<file path="src/tofHist_consts.svh">
`ifndef TOFHIST_CONSTS_SVH
`define TOFHIST_CONSTS_SVH

// raw TDC timestamp
`define TS_W 12

// coarse bin is the top of the timestamp
`define CBIN_W 5

// fine bin sits right below the coarse field, the two lsbs are dropped
`define FBIN_W 5

// histogram geometry
`define NBINS 32
`define BIN_AW 5

// per-bin event counter
`define CNT_W 16

`endif

</file>
<file path="src/tofHistPkg.sv">
`include "tofHist_consts.svh"

package tofHistPkg;

    typedef struct packed {
        logic [`CBIN_W-1:0]       bin;  // coarse bin
        logic [`TS_W-`CBIN_W-1:0] rest; // not used in pass 1
    } coarseView_s;

    typedef struct packed {
        logic [`CBIN_W-1:0]                tag;  // must match the coarse peak
        logic [`FBIN_W-1:0]                bin;  // fine bin inside the window
        logic [`TS_W-`CBIN_W-`FBIN_W-1:0] drop; // below fine resolution
    } fineView_s;

    // one timestamp word, read per pass
    typedef union packed {
        coarseView_s coarse;
        fineView_s   fine;
    } tsWord_u;

    typedef struct packed {
        tsWord_u ts;
        logic    last; // final timestamp of a pass
    } event_s;

    typedef struct packed {
        logic [`BIN_AW-1:0] bin;
    } binOp_s;

    typedef struct packed {
        logic [`CBIN_W-1:0] cBin;
        logic [`FBIN_W-1:0] fBin;
        logic [`CNT_W-1:0]  count; // fine peak count
    } result_s;

    typedef enum logic [2:0] {
        RESET_CLR,
        COARSE_BUILD,
        COARSE_SCAN,
        FINE_CLR,
        FINE_BUILD,
        FINE_SCAN,
        REPORT
    } phase_e;

endpackage

</file>
<file path="src/binDecoder.sv">
`include "tofHist_consts.svh"

module binDecoder import tofHistPkg::*; (
    input  logic               clk,
    input  logic               res,
    input  phase_e             phase,
    input  logic [`CBIN_W-1:0] window,
    input  event_s             evIn,
    input  logic               evValid,
    input  logic               accept,
    output binOp_s             op,
    output logic               opValid,
    output logic               lastSeen
);

    logic               take;
    logic               keep;
    logic [`BIN_AW-1:0] nextBin;

    assign take = accept && evValid;
    assign lastSeen = take && evIn.last; // same cycle as the handshake

    always_comb begin
        if (phase == FINE_BUILD) begin
            keep = (evIn.ts.fine.tag == window); // outside the coarse peak -> dropped
            nextBin = evIn.ts.fine.bin;
        end else begin
            keep = 1'b1;
            nextBin = evIn.ts.coarse.bin;
        end
    end

    always_ff @(posedge clk or negedge res) begin
        if (!res) begin
            opValid <= 1'b0;
        end else begin
            opValid <= take && keep;
        end
    end

    always_ff @(posedge clk) begin
        if (take && keep) begin
            op.bin <= nextBin;
        end
    end

endmodule

</file>
<file path="src/binMemory.sv">
`include "tofHist_consts.svh"

module binMemory (
    input  logic               clk,
    input  logic               res,
    input  logic [`BIN_AW-1:0] rdAddr,
    input  logic [`BIN_AW-1:0] wrAddr,
    input  logic [`CNT_W-1:0]  wrData,
    input  logic               wrEn,
    output logic [`CNT_W-1:0]  rdData
);

    logic [`CNT_W-1:0] mem [`NBINS];

    always_ff @(posedge clk) begin
        if (wrEn) begin
            mem[wrAddr] <= wrData;
        end
    end

    // registered read, sees the array before a write on the same edge
    always_ff @(posedge clk or negedge res) begin
        if (!res) begin
            rdData <= '0;
        end else begin
            rdData <= mem[rdAddr];
        end
    end

endmodule

</file>
<file path="src/histSequencer.sv">
`include "tofHist_consts.svh"

module histSequencer import tofHistPkg::*; (
    input  logic               clk,
    input  logic               res,
    input  logic               evValid,
    input  logic               lastSeen,
    input  logic               clearDone,
    input  logic               idle,
    input  logic               scanDone,
    input  logic [`BIN_AW-1:0] peakBin,
    input  logic [`CNT_W-1:0]  peakCount,
    input  logic               resReady,
    output phase_e             phase,
    output logic [`CBIN_W-1:0] window,
    output logic               accept,
    output logic               evReady,
    output logic               scanStart,
    output result_s            resOut,
    output logic               resValid
);

    logic building;
    logic draining; // last event taken, pipeline still busy

    assign building = (phase == COARSE_BUILD) || (phase == FINE_BUILD);
    assign evReady = building && !draining;
    assign accept = evValid && evReady;
    assign scanStart = building && draining && idle;
    assign resValid = (phase == REPORT);

    always_ff @(posedge clk or negedge res) begin
        if (!res) begin
            phase <= RESET_CLR;
            draining <= 1'b0;
        end else begin
            if (building && lastSeen) begin
                draining <= 1'b1;
            end else if (scanStart) begin
                draining <= 1'b0;
            end
            case (phase)
                RESET_CLR: begin
                    if (clearDone) phase <= COARSE_BUILD;
                end
                COARSE_BUILD: begin
                    if (scanStart) phase <= COARSE_SCAN;
                end
                COARSE_SCAN: begin
                    if (scanDone) phase <= FINE_CLR;
                end
                FINE_CLR: begin
                    if (clearDone) phase <= FINE_BUILD;
                end
                FINE_BUILD: begin
                    if (scanStart) phase <= FINE_SCAN;
                end
                FINE_SCAN: begin
                    if (scanDone) phase <= REPORT;
                end
                REPORT: begin
                    if (resReady) phase <= RESET_CLR; // next frame
                end
                default: phase <= RESET_CLR;
            endcase
        end
    end

    always_ff @(posedge clk) begin
        if ((phase == COARSE_SCAN) && scanDone) begin
            window <= peakBin; // selects events for the fine pass
        end
        if ((phase == FINE_SCAN) && scanDone) begin
            resOut.cBin <= window;
            resOut.fBin <= peakBin;
            resOut.count <= peakCount;
        end
    end

endmodule

</file>
<file path="src/histUpdater.sv">
`include "tofHist_consts.svh"

module histUpdater import tofHistPkg::*; (
    input  logic               clk,
    input  logic               res,
    input  phase_e             phase,
    input  binOp_s             op,
    input  logic               opValid,
    input  logic [`BIN_AW-1:0] scanAddr,
    output logic [`CNT_W-1:0]  scanData,
    output logic               clearDone,
    output logic               idle
);

    logic               inClear;
    logic               inScan;
    logic [`BIN_AW-1:0] clrAddr;
    logic               bValid;  // read data for bBin arrives this cycle
    logic [`BIN_AW-1:0] bBin;
    logic               wbValid; // last write, not yet visible to the read port
    logic [`BIN_AW-1:0] wbBin;
    logic [`CNT_W-1:0]  wbData;
    logic [`CNT_W-1:0]  base;
    logic [`BIN_AW-1:0] rdAddr;
    logic [`BIN_AW-1:0] wrAddr;
    logic [`CNT_W-1:0]  rdData;
    logic [`CNT_W-1:0]  wrData;
    logic               wrEn;

    assign inClear = (phase == RESET_CLR) || (phase == FINE_CLR);
    assign inScan = (phase == COARSE_SCAN) || (phase == FINE_SCAN);

    assign rdAddr = inScan ? scanAddr : op.bin; // peak finder owns the port while scanning
    assign scanData = rdData;

    // back-to-back hits on one bin would otherwise read the old count
    assign base = (wbValid && (wbBin == bBin)) ? wbData : rdData;

    always_comb begin
        if (inClear) begin
            wrEn = 1'b1;
            wrAddr = clrAddr;
            wrData = '0;
        end else begin
            wrEn = bValid;
            wrAddr = bBin;
            wrData = base + 1'b1;
        end
    end

    assign clearDone = inClear && (clrAddr == `NBINS - 1);
    assign idle = !opValid && !bValid;

    always_ff @(posedge clk or negedge res) begin
        if (!res) begin
            clrAddr <= '0;
            bValid <= 1'b0;
            wbValid <= 1'b0;
        end else begin
            bValid <= opValid;
            wbValid <= bValid;
            if (clearDone) begin
                clrAddr <= '0;
            end else if (inClear) begin
                clrAddr <= clrAddr + 1'b1;
            end
        end
    end

    always_ff @(posedge clk) begin
        bBin <= op.bin;
        wbBin <= bBin;
        wbData <= wrData;
    end

    binMemory mem (
        .clk    (clk),
        .res    (res),
        .rdAddr (rdAddr),
        .wrAddr (wrAddr),
        .wrData (wrData),
        .wrEn   (wrEn),
        .rdData (rdData)
    );

endmodule

</file>
<file path="src/peakFinder.sv">
`include "tofHist_consts.svh"

module peakFinder (
    input  logic               clk,
    input  logic               res,
    input  logic               start,
    output logic [`BIN_AW-1:0] scanAddr,
    input  logic [`CNT_W-1:0]  scanData,
    output logic [`BIN_AW-1:0] peakBin,
    output logic [`CNT_W-1:0]  peakCount,
    output logic               scanDone
);

    logic               running;
    logic               cmpValid; // scanData belongs to cmpBin
    logic [`BIN_AW-1:0] cmpBin;

    always_ff @(posedge clk or negedge res) begin
        if (!res) begin
            running <= 1'b0;
            scanAddr <= '0;
            cmpValid <= 1'b0;
            scanDone <= 1'b0;
        end else begin
            cmpValid <= running;
            scanDone <= cmpValid && (cmpBin == `NBINS - 1); // after the last compare
            if (start) begin
                running <= 1'b1;
                scanAddr <= '0;
            end else if (running) begin
                scanAddr <= scanAddr + 1'b1;
                if (scanAddr == `NBINS - 1) begin
                    running <= 1'b0;
                end
            end
        end
    end

    always_ff @(posedge clk) begin
        cmpBin <= scanAddr;
        if (start) begin
            peakBin <= '0;
            peakCount <= '0;
        end else if (cmpValid && (scanData > peakCount)) begin
            // strict compare, ties stay at the lower bin
            peakBin <= cmpBin;
            peakCount <= scanData;
        end
    end

endmodule

</file>
<file path="src/tofHistTop.sv">
`include "tofHist_consts.svh"

module tofHistTop import tofHistPkg::*; (
    input  logic    clk,
    input  logic    res,
    input  event_s  evIn,
    input  logic    evValid,
    output logic    evReady,
    output result_s resOut,
    output logic    resValid,
    input  logic    resReady
);

    phase_e             phase;
    logic [`CBIN_W-1:0] window;
    logic               accept;
    binOp_s             op;
    logic               opValid;
    logic               lastSeen;
    logic [`BIN_AW-1:0] scanAddr;
    logic [`CNT_W-1:0]  scanData;
    logic               clearDone;
    logic               idle;
    logic               scanStart;
    logic               scanDone;
    logic [`BIN_AW-1:0] peakBin;
    logic [`CNT_W-1:0]  peakCount;

    histSequencer seq (
        .clk       (clk),
        .res       (res),
        .evValid   (evValid),
        .lastSeen  (lastSeen),
        .clearDone (clearDone),
        .idle      (idle),
        .scanDone  (scanDone),
        .peakBin   (peakBin),
        .peakCount (peakCount),
        .resReady  (resReady),
        .phase     (phase),
        .window    (window),
        .accept    (accept),
        .evReady   (evReady),
        .scanStart (scanStart),
        .resOut    (resOut),
        .resValid  (resValid)
    );

    binDecoder dec (
        .clk      (clk),
        .res      (res),
        .phase    (phase),
        .window   (window),
        .evIn     (evIn),
        .evValid  (evValid),
        .accept   (accept),
        .op       (op),
        .opValid  (opValid),
        .lastSeen (lastSeen)
    );

    histUpdater upd (
        .clk       (clk),
        .res       (res),
        .phase     (phase),
        .op        (op),
        .opValid   (opValid),
        .scanAddr  (scanAddr),
        .scanData  (scanData),
        .clearDone (clearDone),
        .idle      (idle)
    );

    peakFinder peak (
        .clk       (clk),
        .res       (res),
        .start     (scanStart),
        .scanAddr  (scanAddr),
        .scanData  (scanData),
        .peakBin   (peakBin),
        .peakCount (peakCount),
        .scanDone  (scanDone)
    );

endmodule

</file>
<file path="config.mk">
export PLATFORM = sky130hd
export DESIGN_NAME = tofHistTop
export DESIGN_NICKNAME = d
export VERILOG_FILES = /design/src/tofHistPkg.sv /design/src/binDecoder.sv /design/src/binMemory.sv /design/src/histSequencer.sv /design/src/histUpdater.sv /design/src/peakFinder.sv /design/src/tofHistTop.sv
export VERILOG_INCLUDE_DIRS = /design/src /design/src/src
export SDC_FILE = /design/constraint.sdc
export NUM_CORES = 1
export LEC_CHECK = 0
export BUFFER_PORTS_ARGS = -buffer_cell sky130_fd_sc_hd__buf_4
export CAP_MARGIN = 10
export CORE_MARGIN = 2
export CORE_UTILIZATION = 45
export CTS_BUF_LIST = sky130_fd_sc_hd__clkbuf_8
export CTS_CLUSTER_DIAMETER = 120
export DETAILED_ROUTE_END_ITERATION = 8
export SLEW_MARGIN = 20
export SYNTH_ARGS = -nofsm -noshare
export SYNTH_HDL_FRONTEND = slang
export SYNTH_HIERARCHICAL = 1
export SYNTH_SLANG_ARGS = --single-unit
export TNS_END_PERCENT = 1
</file>
<file path="constraint.sdc">
create_clock -name clk -period 3.56 [get_ports clk]
set_clock_uncertainty 0.2 [all_clocks]
set_input_delay 0.89 -clock clk [delete_from_list [all_inputs] [get_ports clk]]
set_output_delay 0.89 -clock clk [all_outputs]
set_load 0.1 [all_outputs]
</file>
==> flow_metrics.env <==
export IMPL_outcome="complete, no violations"
export IMPL_syn_avg_cell_area_sq_um=15.98
export IMPL_fin_setup_tns_ns=0
export IMPL_hold_path_class="register to register"
export IMPL_drt_total_wl_um=59600
export IMPL_async_flop_share=0.05660
export IMPL_setup_viol=0
export IMPL_yosysMostFrequentCell="edfxtp_1"
export IMPL_post_cts_buffers=0
export IMPL_drt_iter0_drc=1020
export IMPL_ctsHoldBuffers=1
export IMPL_worst_setup_path_end_kind="register"
export IMPL_cp_required_ns=3.79
export IMPL_grt_overflow=0
export IMPL_hold_viol_final=0
export IMPL_cts_sinks=636
export IMPL_drc=0
export IMPL_syn_area_sq_um=25780
export IMPL_grt_max_degree=49
export IMPL_yosysTopAreaCellShare=0.6383
export IMPL_clock_path_buffers=3
export IMPL_core_sq_um=56500
export IMPL_yosysTopAreaCell="edfxtp_1"
export IMPL_initial_utilization=0.4564
export IMPL_worstMarginPinSlew_ns=1.043
export IMPL_numPortBuffers=42
export IMPL_grt_antenna_before_repair=2
export IMPL_critPathLaunchType="register"
export IMPL_gp_congestion=0.8116
export IMPL_yosys_warnings=6
export IMPL_synth_seq_area_share=0.7136
export IMPL_r2r_slack_ns=0.22
export IMPL_crit_start="upd/bBin[1]"
export IMPL_rsz0062_at_grt="false"
export IMPL_final_util=0.5230
export IMPL_rows=87
export IMPL_final_period_utilization=0.9384
export IMPL_cts_tree="yes"
export IMPL_drive_gt1_frac=0.1724
export IMPL_synth_area_top_cells="edfxtp_1 64%, mux2i_1 11%, dfxtp_1 4.0%"
export IMPL_avgViaCountPerCell=5.451
export IMPL_hp_start="upd/bBin[0]"
export IMPL_synth_common_cells="548 x edfxtp_1, 282 x mux2i_1, 72 x nand2_1"
export IMPL_fmax_mhz=299.3
export IMPL_cp_data_arrival_time_ns=3.57
export IMPL_grt_pass1_vias=14430
export IMPL_post_drt_wl_per_cell_um=22.70
export IMPL_ys_flop_type="edfxtp_1"
export IMPL_die_y_um=243.4
export IMPL_syn_to_final_growth_pct=14.61
export IMPL_syn_num_nets=1651
export IMPL_antenna_left=0
export IMPL_layout_min_cycle_time_ns=3.341
export IMPL_drv_slew=0
export IMPL_syn_inst=1613
export IMPL_htree_levels=3
export IMPL_power_density_nw_per_um2=867.0
export IMPL_clkLatencyLatePin_ns=0.70
export IMPL_cts_resized=0
export IMPL_nets=1829
export IMPL_first_pass_iters=5
export IMPL_critPathMaxFanout=33
export IMPL_io_pin_count=45
export IMPL_grt_use_total=0.2037
export IMPL_root_buffer="clkbuf_8"
export IMPL_clk_pin_slew_worst_paths_ns=0.05
export IMPL_die_x_um=243.4
export IMPL_cts_made_buffers=104
export IMPL_yosys_register_bits=636
export IMPL_r2r_start="upd/bBin[1]"
export IMPL_vdd_drop_max_mv=0.4665
export IMPL_die_area_sq_um=59220
export IMPL_synth_cell_types=62
export IMPL_synth_edf_count=548
export IMPL_dp_hpwl_um=35180
export IMPL_path_class="register to register"
export IMPL_grt_pass1_wl_um=89470
export IMPL_vias=14310
export IMPL_slew_headroom=0.2952
export IMPL_maxCapViolations=0
export IMPL_p_leak_nw=10.96
## registers in the layout, summed over array words and instances (netlist names)
register and count:
peak/scanAddr 5, seq/draining 1, peak/running 1, upd/bBin 5, seq/window 5, peak/peakBin 5, upd/mem/rdData 16, seq/phase 3
upd/wbBin 5, upd/mem/mem 512, dec/opValid 1, peak/peakCount 16, seq/resOut 26, peak/scanDone 1, upd/wbValid 1, dec/op 5
upd/wbData 16, peak/cmpBin 5, upd/bValid 1, peak/cmpValid 1, upd/clrAddr 5
## routing by layer
layer,GRT usage,part of all wire,up-vias
met5,0,0,-
met4,0.06460,0.024,0
met3,0.03569,0.052,100
met2,0.3360,0.49,396
met1,0.2753,0.44,7243
li1,-,-,6575
## worst max-delay path, cell delays in order (launching register included)
cell and delay (ns):
dfxtp_1 0.33, xor2_1 0.16, nor4_1 0.31, and3_1 0.29, mux2_2 0.20, ha_1 0.25, nand4_1 0.22, nor3_1 0.42
and3_1 0.23, xnor2_1 0.14, o22ai_2 0.14, buf_12 0.20
## where the power goes
group | switching (mW) | internal [mW]
clock network | 2.73 | 2.97
registers | 0.594 | 10.5
logic | 5.73 | 3.11
## cell type report
| cell class | instances | area (sq um) |
|---|---|---|
| timing repair buffer | 155 | 1479 |
| inverter | 22 | 82.58 |
| clock inverter | 73 | 344.1 |
| sequential | 636 | 18400 |
| multi-input combinational | 872 | 6782 |
| antenna | 2 | 5.005 |
| clock buffer | 110 | 1514 |
| fill | 4693 | 26950 |
| tap | 756 | 945.9 |
## worst paths after layout
check                      cells past startpoint                  end
setup / recovery                              11  upd/mem/mem[18][12]
hold / removal                                 0         upd/wbBin[0]
setup reg to reg                              11  upd/mem/mem[18][12]
hold reg to reg                                0         upd/wbBin[0]
max in group asynchronous                      2    upd/mem/rdData[7]
min in group asynchronous                      2         seq/phase[2]
## cell families after synthesis
| group | count (synthesis) | synth area share |
|---|---|---|
| AO/OA/AOI/OAI | 187 | 0.05207 |
| XOR/XNOR | 40 | 0.01359 |
| flip-flops | 636 | 0.7136 |
| AND/OR/NAND/NOR | 327 | 0.06576 |
| buffers and inverters | 105 | 0.02834 |
| multiplexers | 297 | 0.1165 |
| adder cells (fa/ha/maj) | 21 | 0.01019 |
## through the flow
step	hold slack, ns	power (mW)	cells	area (sq um)	worst slack [ns]
after global placement	0.1611	19.84	2440	27680	0.2734
final	0.1824	25.62	2626	29550	0.2193
after global routing	0.1964	26.88	2626	29550	0.02980
after detailed placement	0.1759	20.09	2440	27680	0.2277
after CTS	0.1842	25.84	2624	29540	0.2245
after floorplan	0.1424	16.44	1613	25790	0.05343
## cells in the final DEF, fill, tap and decap left out, types with 5 or more instances in the layout
| cell type | synthesis | layout |
|---|---|---|
| and3_1 | 10 | 10 |
| clkbuf_8 | 0 | 110 |
| a21oi_1 | 39 | 39 |
| mux2i_1 | 282 | 282 |
| nand3_1 | 49 | 49 |
| clkinv_1 | 0 | 23 |
| buf_12 | 6 | 25 |
| nor2_1 | 61 | 59 |
| mux2_2 | 14 | 13 |
| o22ai_2 | 0 | 7 |
| a22o_1 | 33 | 33 |
| o21ai_0 | 6 | 6 |
| xor2_1 | 21 | 21 |
| dfxtp_1 | 52 | 52 |
| nand4_1 | 28 | 28 |
| nand2b_1 | 47 | 47 |
| inv_1 | 22 | 61 |
| a22oi_1 | 65 | 65 |
| nor3_1 | 20 | 20 |
| a211oi_4 | 0 | 5 |
| nand3b_1 | 7 | 7 |
| clkinv_2 | 0 | 7 |
| nand2_1 | 72 | 72 |
| ha_1 | 21 | 21 |
| buf_4 | 19 | 129 |
| a31oi_1 | 17 | 17 |
| xnor2_1 | 19 | 19 |
| dfrtp_1 | 36 | 36 |
| edfxtp_1 | 548 | 548 |
Note: power is estimated with default switching activity, not from simulation.
